`src/source/lke_pkg.sv`:
```
package lke_pkg;

    // ==============================
    // Data path widths
    // ==============================
    localparam int KEY_W     = 32;
    localparam int VLAN_W    = 12;
    localparam int VLAN_LSB  = 0;
    localparam int ENTRY_W   = KEY_W + VLAN_W;
    localparam int PHV_W     = 64;

    // CAM geometry
    localparam int CAM_DEPTH = 16;
    localparam int ADDR_W    = 4;
    localparam logic [ADDR_W-1:0] MISS_ADDR = '1;

    // ==============================
    // Control header layout
    // ==============================
    localparam int CTRL_W     = 64;
    localparam int BYTE_W     = 8;
    localparam int STAGE_W    = 5;
    localparam int LOOKUP_W   = 3;
    localparam int MOD_ID_W   = STAGE_W + LOOKUP_W;
    localparam int RESV_W     = 4;
    localparam int FLAG_W     = 16;
    localparam int MOD_ID_LSB = 56;
    localparam int RESV_LSB   = 52;
    localparam int FLAG_LSB   = 32;
    localparam int INDEX_LSB  = 0;

    // Identity of this stage and the table-write marker
    localparam logic [STAGE_W-1:0]  STAGE_ID  = 5'd0;
    localparam logic [LOOKUP_W-1:0] LOOKUP_ID = 3'd2;
    localparam logic [FLAG_W-1:0]   CTRL_FLAG = 16'hf2f1;

    // FSM states
    typedef enum logic [1:0] {LK_IDLE, LK_WAIT, LK_HALT} lookup_state_e;
    typedef enum logic [1:0] {CT_IDLE, CT_ENTRY, CT_FORWARD} ctrl_state_e;

endpackage

```
`src/source/cam_port_if.sv`:
```
interface cam_port_if import lke_pkg::*; ();

    // Write port
    logic               wr_en;
    logic [ADDR_W-1:0]  wr_addr;
    logic [ENTRY_W-1:0] wr_entry;

    // Search port
    logic [ENTRY_W-1:0] search_word;
    logic               hit;
    logic [ADDR_W-1:0]  hit_addr;

    modport writer   (output wr_en, output wr_entry);
    modport indexer  (output wr_addr);
    modport searcher (output search_word, input hit, input hit_addr);

    modport cam (
        input  wr_en,
        input  wr_addr,
        input  wr_entry,
        input  search_word,
        output hit,
        output hit_addr
    );

endinterface

```
`src/source/cam_array.sv`:
```
module cam_array
    import lke_pkg::*;
(
    input  logic   clk,
    input  logic   rst_n,
    cam_port_if.cam cam
);

    logic [ENTRY_W-1:0]   mem [CAM_DEPTH];
    logic [CAM_DEPTH-1:0] entry_valid;
    logic [CAM_DEPTH-1:0] match_vec;

    // ==============================
    // Write side
    // ==============================
    always_ff @(posedge clk or negedge rst_n) begin
        if (!rst_n) begin
            entry_valid <= '0;
        end else if (cam.wr_en) begin
            entry_valid[cam.wr_addr] <= 1'b1;
        end
    end

    always_ff @(posedge clk) begin
        if (cam.wr_en) begin
            mem[cam.wr_addr] <= cam.wr_entry;
        end
    end

    // ==============================
    // Search side
    // ==============================
    always_comb begin
        for (int i = 0; i < CAM_DEPTH; i++) begin
            match_vec[i] = entry_valid[i] && (mem[i] == cam.search_word);
        end
    end

    // Walk downward so the lowest matching index wins
    always_comb begin
        cam.hit      = 1'b0;
        cam.hit_addr = MISS_ADDR;
        for (int i = CAM_DEPTH - 1; i >= 0; i--) begin
            if (match_vec[i]) begin
                cam.hit      = 1'b1;
                cam.hit_addr = ADDR_W'(i);
            end
        end
    end

endmodule

```
`src/source/cam_write_index.sv`:
```
module cam_write_index
    import lke_pkg::*;
(
    input  logic              clk,
    input  logic              rst_n,
    input  logic              index_load,
    input  logic              index_step,
    input  logic [ADDR_W-1:0] index_start,
    cam_port_if.indexer       idx
);

    logic [ADDR_W-1:0] addr_q;

    // Load wins over step; the add wraps at CAM_DEPTH
    always_ff @(posedge clk or negedge rst_n) begin
        if (!rst_n) begin
            addr_q <= '0;
        end else if (index_load) begin
            addr_q <= index_start;
        end else if (index_step) begin
            addr_q <= addr_q + 1'b1;
        end
    end

    assign idx.wr_addr = addr_q;

endmodule

```
`src/source/ctrl_path_fsm.sv`:
```
module ctrl_path_fsm
    import lke_pkg::*;
(
    input  logic              clk,
    input  logic              rst_n,

    input  logic [CTRL_W-1:0] ctrl_in_data,
    input  logic              ctrl_in_valid,
    input  logic              ctrl_in_last,

    output logic [CTRL_W-1:0] ctrl_out_data,
    output logic              ctrl_out_valid,
    output logic              ctrl_out_last,

    output logic              index_load,
    output logic              index_step,
    output logic [ADDR_W-1:0] index_start,

    cam_port_if.writer        wr
);

    ctrl_state_e         state;
    logic                first_entry;
    logic [CTRL_W-1:0]   data_swapped;
    logic [MOD_ID_W-1:0] mod_id;
    logic [RESV_W-1:0]   resv;
    logic [FLAG_W-1:0]   flag;
    logic                hdr_hit;
    logic                fwd_beat;
    logic                entry_beat;

    // ==============================
    // Header decode
    // ==============================
    assign mod_id = ctrl_in_data[MOD_ID_LSB +: MOD_ID_W];
    assign resv   = ctrl_in_data[RESV_LSB +: RESV_W];
    assign flag   = ctrl_in_data[FLAG_LSB +: FLAG_W];

    assign hdr_hit = (mod_id[MOD_ID_W-1 -: STAGE_W] == STAGE_ID)
                  && (mod_id[LOOKUP_W-1:0] == LOOKUP_ID)
                  && (resv == '0)
                  && (flag == CTRL_FLAG);

    assign fwd_beat   = ctrl_in_valid
                     && (((state == CT_IDLE) && !hdr_hit) || (state == CT_FORWARD));
    assign entry_beat = ctrl_in_valid && (state == CT_ENTRY);

    // Start index comes straight off the header beat
    assign index_start = ctrl_in_data[INDEX_LSB +: ADDR_W];
    assign index_load  = ctrl_in_valid && (state == CT_IDLE) && hdr_hit;
    assign index_step  = entry_beat && !first_entry;

    // Entry beats arrive little endian, byte 0 goes on top
    always_comb begin
        for (int b = 0; b < CTRL_W / BYTE_W; b++) begin
            data_swapped[CTRL_W-1-b*BYTE_W -: BYTE_W] = ctrl_in_data[b*BYTE_W +: BYTE_W];
        end
    end

    // ==============================
    // State and strobes
    // ==============================
    always_ff @(posedge clk or negedge rst_n) begin
        if (!rst_n) begin
            state          <= CT_IDLE;
            first_entry    <= 1'b0;
            wr.wr_en       <= 1'b0;
            ctrl_out_valid <= 1'b0;
            ctrl_out_last  <= 1'b0;
        end else begin
            wr.wr_en       <= entry_beat;
            ctrl_out_valid <= fwd_beat;
            ctrl_out_last  <= fwd_beat && ctrl_in_last;
            case (state)
                CT_IDLE: begin
                    if (ctrl_in_valid && !ctrl_in_last) begin
                        state <= hdr_hit ? CT_ENTRY : CT_FORWARD;
                    end
                    if (index_load) begin
                        first_entry <= 1'b1;
                    end
                end
                CT_ENTRY: begin
                    if (entry_beat) begin
                        first_entry <= 1'b0;
                        if (ctrl_in_last) begin
                            state <= CT_IDLE;
                        end
                    end
                end
                CT_FORWARD: begin
                    if (ctrl_in_valid && ctrl_in_last) begin
                        state <= CT_IDLE;
                    end
                end
                default: state <= CT_IDLE;
            endcase
        end
    end

    // Payload
    always_ff @(posedge clk) begin
        if (fwd_beat) begin
            ctrl_out_data <= ctrl_in_data;
        end
        if (entry_beat) begin
            wr.wr_entry <= data_swapped[CTRL_W-1 -: ENTRY_W];
        end
    end

endmodule

```
`src/source/lke_cam_stage.sv`:
```
module lke_cam_stage
    import lke_pkg::*;
(
    input  logic              clk,
    input  logic              rst_n,

    // Data path in
    input  logic [KEY_W-1:0]  key,
    input  logic              key_valid,
    input  logic [PHV_W-1:0]  phv_in,
    input  logic              ready_in,

    // Data path out
    output logic              ready_out,
    output logic [PHV_W-1:0]  phv_out,
    output logic              phv_out_valid,
    output logic              if_match,
    output logic [ADDR_W-1:0] match_addr,

    // Control stream
    input  logic [CTRL_W-1:0] ctrl_in_data,
    input  logic              ctrl_in_valid,
    input  logic              ctrl_in_last,
    output logic [CTRL_W-1:0] ctrl_out_data,
    output logic              ctrl_out_valid,
    output logic              ctrl_out_last
);

    logic              index_load;
    logic              index_step;
    logic [ADDR_W-1:0] index_start;

    cam_port_if cam_bus ();

    // ==============================
    // Control path
    // ==============================
    ctrl_path_fsm ctrl_i (
        .clk            (clk),
        .rst_n          (rst_n),
        .ctrl_in_data   (ctrl_in_data),
        .ctrl_in_valid  (ctrl_in_valid),
        .ctrl_in_last   (ctrl_in_last),
        .ctrl_out_data  (ctrl_out_data),
        .ctrl_out_valid (ctrl_out_valid),
        .ctrl_out_last  (ctrl_out_last),
        .index_load     (index_load),
        .index_step     (index_step),
        .index_start    (index_start),
        .wr             (cam_bus.writer)
    );

    cam_write_index index_i (
        .clk         (clk),
        .rst_n       (rst_n),
        .index_load  (index_load),
        .index_step  (index_step),
        .index_start (index_start),
        .idx         (cam_bus.indexer)
    );

    // ==============================
    // Lookup path
    // ==============================
    cam_array cam_i (
        .clk   (clk),
        .rst_n (rst_n),
        .cam   (cam_bus.cam)
    );

    lookup_fsm lookup_i (
        .clk           (clk),
        .rst_n         (rst_n),
        .key           (key),
        .key_valid     (key_valid),
        .phv_in        (phv_in),
        .ready_in      (ready_in),
        .ready_out     (ready_out),
        .phv_out       (phv_out),
        .phv_out_valid (phv_out_valid),
        .if_match      (if_match),
        .match_addr    (match_addr),
        .srch          (cam_bus.searcher)
    );

endmodule

```
`src/source/lookup_fsm.sv`:
```
module lookup_fsm
    import lke_pkg::*;
(
    input  logic              clk,
    input  logic              rst_n,

    input  logic [KEY_W-1:0]  key,
    input  logic              key_valid,
    input  logic [PHV_W-1:0]  phv_in,
    input  logic              ready_in,

    output logic              ready_out,
    output logic [PHV_W-1:0]  phv_out,
    output logic              phv_out_valid,
    output logic              if_match,
    output logic [ADDR_W-1:0] match_addr,

    cam_port_if.searcher      srch
);

    lookup_state_e      state;
    logic [PHV_W-1:0]   phv_q;
    logic [ENTRY_W-1:0] search_q;
    logic [VLAN_W-1:0]  vlan_id;
    logic               take_in;
    logic               emit;

    assign vlan_id = phv_in[VLAN_LSB +: VLAN_W];

    assign take_in = key_valid && (state == LK_IDLE);
    assign emit    = ready_in && ((state == LK_WAIT) || (state == LK_HALT));

    // Only one item in flight
    assign ready_out        = (state == LK_IDLE);
    assign srch.search_word = search_q;

    // ==============================
    // State and output strobes
    // ==============================
    always_ff @(posedge clk or negedge rst_n) begin
        if (!rst_n) begin
            state         <= LK_IDLE;
            phv_out_valid <= 1'b0;
            if_match      <= 1'b0;
        end else begin
            phv_out_valid <= emit;
            if (emit) begin
                if_match <= srch.hit;
            end
            case (state)
                LK_IDLE: begin
                    if (take_in) begin
                        state <= LK_WAIT;
                    end
                end
                LK_WAIT: begin
                    state <= ready_in ? LK_IDLE : LK_HALT;
                end
                LK_HALT: begin
                    if (ready_in) begin
                        state <= LK_IDLE;
                    end
                end
                default: state <= LK_IDLE;
            endcase
        end
    end

    // Captured item and registered result
    always_ff @(posedge clk) begin
        if (take_in) begin
            phv_q    <= phv_in;
            // VLAN nibble order follows the table entry layout
            search_q <= {vlan_id[3:0], vlan_id[VLAN_W-1:4], key};
        end
        if (emit) begin
            phv_out    <= phv_q;
            match_addr <= srch.hit_addr;
        end
    end

endmodule

```
`config.mk`:
```
export PLATFORM = sky130hd
export DESIGN_NAME = lke_cam_stage
export DESIGN_NICKNAME = d
export VERILOG_FILES = /design/src/source/lke_pkg.sv /design/src/source/cam_port_if.sv /design/src/source/cam_array.sv /design/src/source/cam_write_index.sv /design/src/source/ctrl_path_fsm.sv /design/src/source/lke_cam_stage.sv /design/src/source/lookup_fsm.sv
export SDC_FILE = /design/constraint.sdc
export NUM_CORES = 1
export LEC_CHECK = 0
export BUFFER_PORTS_ARGS = -buffer_cell sky130_fd_sc_hd__buf_2
export CORE_UTILIZATION = 60
export DETAILED_ROUTE_END_ITERATION = 12
export PLACE_DENSITY = 0.81
export SLEW_MARGIN = 5
export SYNTH_ARGS = -nofsm -noshare
export SYNTH_HDL_FRONTEND = slang
export SYNTH_HIERARCHICAL = 1
export SYNTH_SLANG_ARGS = --single-unit
```
`constraint.sdc`:
```
create_clock -name clk -period 5.35 [get_ports clk]
set_input_delay 0.8025 -clock clk [delete_from_list [all_inputs] [get_ports clk]]
set_output_delay 0.8025 -clock clk [all_outputs]
set_load 0.01 [all_outputs]
```
==> impl_metrics.json <==
{
  "gp_congestion": 1.05,
  "dieArea_sq_um": 66500,
  "core-area_sq_um": 64600,
  "grt_start_max_net_pins": 81,
  "hp-class": "input port to async pin",
  "syn_nets": 2397,
  "syn_area_sq_um": 39300,
  "start_util_pct": 60.9,
  "cts.reportedPaths.clkPinSlew_ns": 0.07,
  "r2r_cells": 9,
  "ioPinCount": 303,
  "ff_latch_area_sq_um": 30100,
  "worstMarginPinSlew_ns": 1.41,
  "dpl_cell_area_sq_um": 42000,
  "intPower_mw": 14.0,
  "p_switching_mw": 5.13,
  "arrival_ns": 4.99,
  "synth-edff-count": 976,
  "tns_ns": 0,
  "fmax_mhz": 220,
  "p_leak_nw": 15.2,
  "overflow": 0,
  "dp_hpwl_um": 80500,
  "drt_iter0_markers": 3395,
  "final_area_sq_um": 45300,
  "synth_cells": 2226,
  "first_global_vias": 22546,
  "cts_buffers": 97,
  "portBuffers": 302,
  "power.density_nw_per_um2": 421,
  "rsz0062_at_grt": "no",
  "fin_crit_ns": 4.54,
  "clock_power_share_pct": 37.1,
  "r2r_start": "lookup_i/phv_q[3]",
  "finalNetCount": 2786,
  "maxCapViolations": 0,
  "cts_setup_buffers": 0,
  "multi_input_area_sq_um": 8530,
  "die_h_um": 258,
  "cts_tree": "built",
  "drc": 0,
  "synth_seq_area_share_pct": 76.5,
  "combinationalPowerShare_pct": 13.6,
  "startpoint": "lookup_i/phv_q[3]",
  "nFillCells": 4009,
  "endpoint_kind": "flop",
  "cts_sinks": 1006,
  "crit_type": "flop to flop",
  "viasPerCell": 6.47,
  "ir_worst_vdd_mv": 0.287,
  "clock_path_buffers": 3,
  "synth_ff_type": "edfxtp_1",
  "power_frac_seq_pct": 49.3,
  "post_synth.cell_area_avg_sq_um": 17.7,
  "cp-start-kind": "flop",
  "grt_use_total_pct": 38.7,
  "ys_types": 64,
  "insertion_delay_ns": 0.70,
  "drive_above_1_share_pct": 22.2,
  "die-width_um": 258,
  "setup_viol": 0,
  "htreeDepth": 3,
  "fin_util_pct": 70.2,
  "p_sw_share_pct": 26.9,
  "ys_ff_latch": 1006,
  "area_growth_pct": 15.3,
  "relSlewSlack_pct": 6.27,
  "grt_pass1_wl_um": 174000,
  "antenna_left": 0,
  "hold_viol": 0,
  "fin_skew_ns": 0.0404,
  "first_pass_iters": 6,
  "drt_wl_total_um": 128000,
  "wl_per_cell_um": 35.9,
  "post-route-period-util_pct": 84.9,
  "root_buffer": "clkbuf_16",
  "ctsResizeCount": 0,
  "route.vias.total": 23029,
  "ys.warnings.count": 6,
  "postCtsHoldBufs": 0,
  "antenna_found_initial": 7,
  "worst_ep_required_time_ns": 5.79,
  "num_rows": 93,
  "postSynth.asyncResetShare_pct": 2.98,
  "status": "finished clean",
  "critPathMaxFanout": 13,
  "slew_viol_final": 0
}
[power groups by stage]
stage	Sequential (mW)	Combinational [mW]	Clock (mW)
after CTS	9.40	2.53	7.02
final	9.40	2.60	7.09
after floorplan	9.41	1.52	0
after global routing	9.42	2.65	7.30
after detailed placement	9.55	2.50	0
after global placement	9.51	2.45	0
[cell usage after synthesis, drive strengths merged, types with 4 or more instances]
| master | count | area (sq um) |
|---|---|---|
| nor4 | 83 | 538 |
| o2bb2ai | 4 | 35.0 |
| nand3b | 4 | 33.8 |
| nor3 | 15 | 75.1 |
| and2 | 4 | 26.3 |
| a221oi | 5 | 43.8 |
| buf | 104 | 673 |
| nor2 | 26 | 97.6 |
| ha | 5 | 62.6 |
| xor2 | 223 | 1950 |
| o21ai | 13 | 65.1 |
| a21oi | 5 | 25.0 |
| nand4 | 120 | 757 |
| a22oi | 7 | 52.6 |
| dfrtp | 30 | 751 |
| nand2b | 4 | 25.0 |
| nand3 | 22 | 110 |
| or2 | 17 | 106 |
| a222oi | 4 | 40.0 |
| edfxtp | 976 | 29300 |
| nand2 | 14 | 52.6 |
| xnor2 | 436 | 3820 |
| o22ai | 12 | 75.1 |
| inv | 46 | 175 |
[stage by stage]
stage                     worst slack [ns]  power (mW)  instances  hold WS, ns
after floorplan                      0.869        10.9       2226        0.400
after global placement                1.22        12.0       3371        0.400
after detailed placement              1.26        12.0       3371        0.405
after CTS                             1.23        19.0       3552        0.253
after global routing                 0.989        19.4       3554        0.268
final                                0.808        19.1       3558        0.268
[worst paths after layout]
kind	endpoint	slack, ns
max	lookup_i/match_addr[0]	0.81
min in group clk	lookup_i/phv_q[1]	0.27
min reg2reg	lookup_i/phv_out[62]	0.41
min	ctrl_i/ctrl_out_valid	0.27
max in group asynchronous	cam_i/entry_valid[3]	4.55
max reg2reg	lookup_i/match_addr[0]	0.81
[critical path, stage by stage, from the launching register on]
cell and delay (ns):
edfxtp_1 1.29, buf_4 0.37, xor2_1 0.10, nor4_1 0.58, nand4_1 0.51, nor4_1 0.41, nand4_1 0.36, o21ai_1 0.26
a311oi_1 0.14, o31a_1 0.26
[cells in the final DEF (no fill, tap or decap), types with 10 or more instances in the layout]
cell type / n
nor2_1: 13
nor3_1: 11
or2_2: 17
nand3_1: 22
o21ai_0: 10
o22ai_1: 12
nand2_1: 14
inv_1: 40
nor2_4: 13
xor2_1: 223
clkinv_1: 18
edfxtp_1: 976
xnor2_1: 436
nor4_1: 79
bufinv_16: 11
nand4_1: 119
buf_4: 92
clkbuf_16: 98
clkbuf_1: 15
buf_2: 302
dfrtp_1: 30
clkinv_2: 25
[state kept, by name, indices dropped and copies added, names as in the netlist, 2 cells and up]
register / count
cam_i/entry_valid: 16
cam_i/mem: 704
ctrl_i/ctrl_out_data: 64
ctrl_i/state: 2
ctrl_i/wr.wr_entry: 44
index_i/idx.wr_addr: 4
lookup_i/match_addr: 4
lookup_i/phv_out: 64
lookup_i/phv_q: 64
lookup_i/srch.search_word: 32
lookup_i/state: 2
[cell type report]
cell class	instances	share of cell area, %
Timing Repair Buffer	394	4.86
Inverter	47	0.398
Tap cell	855	2.36
Clock buffer	120	5.75
Antenna cell	6	0.0331
Sequential cell	1006	66.3
Clock inverter	61	1.45
Multi-Input combinational cell	1069	18.8
[kinds of logic (layout without fill, tap and decap cells)]
group / Yosys count / in the layout / synth area share [%]
other cells: 0 / 6 / 0
buf+inv: 151 / 622 / 2.17
fa+ha+maj: 5 / 5 / 0.159
xor+xnor: 659 / 659 / 14.7
simple gates: 329 / 329 / 5.09
compound gates: 72 / 72 / 1.33
mux: 4 / 4 / 0.111
flops: 1006 / 1006 / 76.5
[metal layers]
metal  GRT usage, %  share of wire [%]
met1           49.7                 34
met5              0                  0
met2           59.8                 46
met4           24.3                7.6
met3           9.42                 12
(Power assumes the default switching activity.)
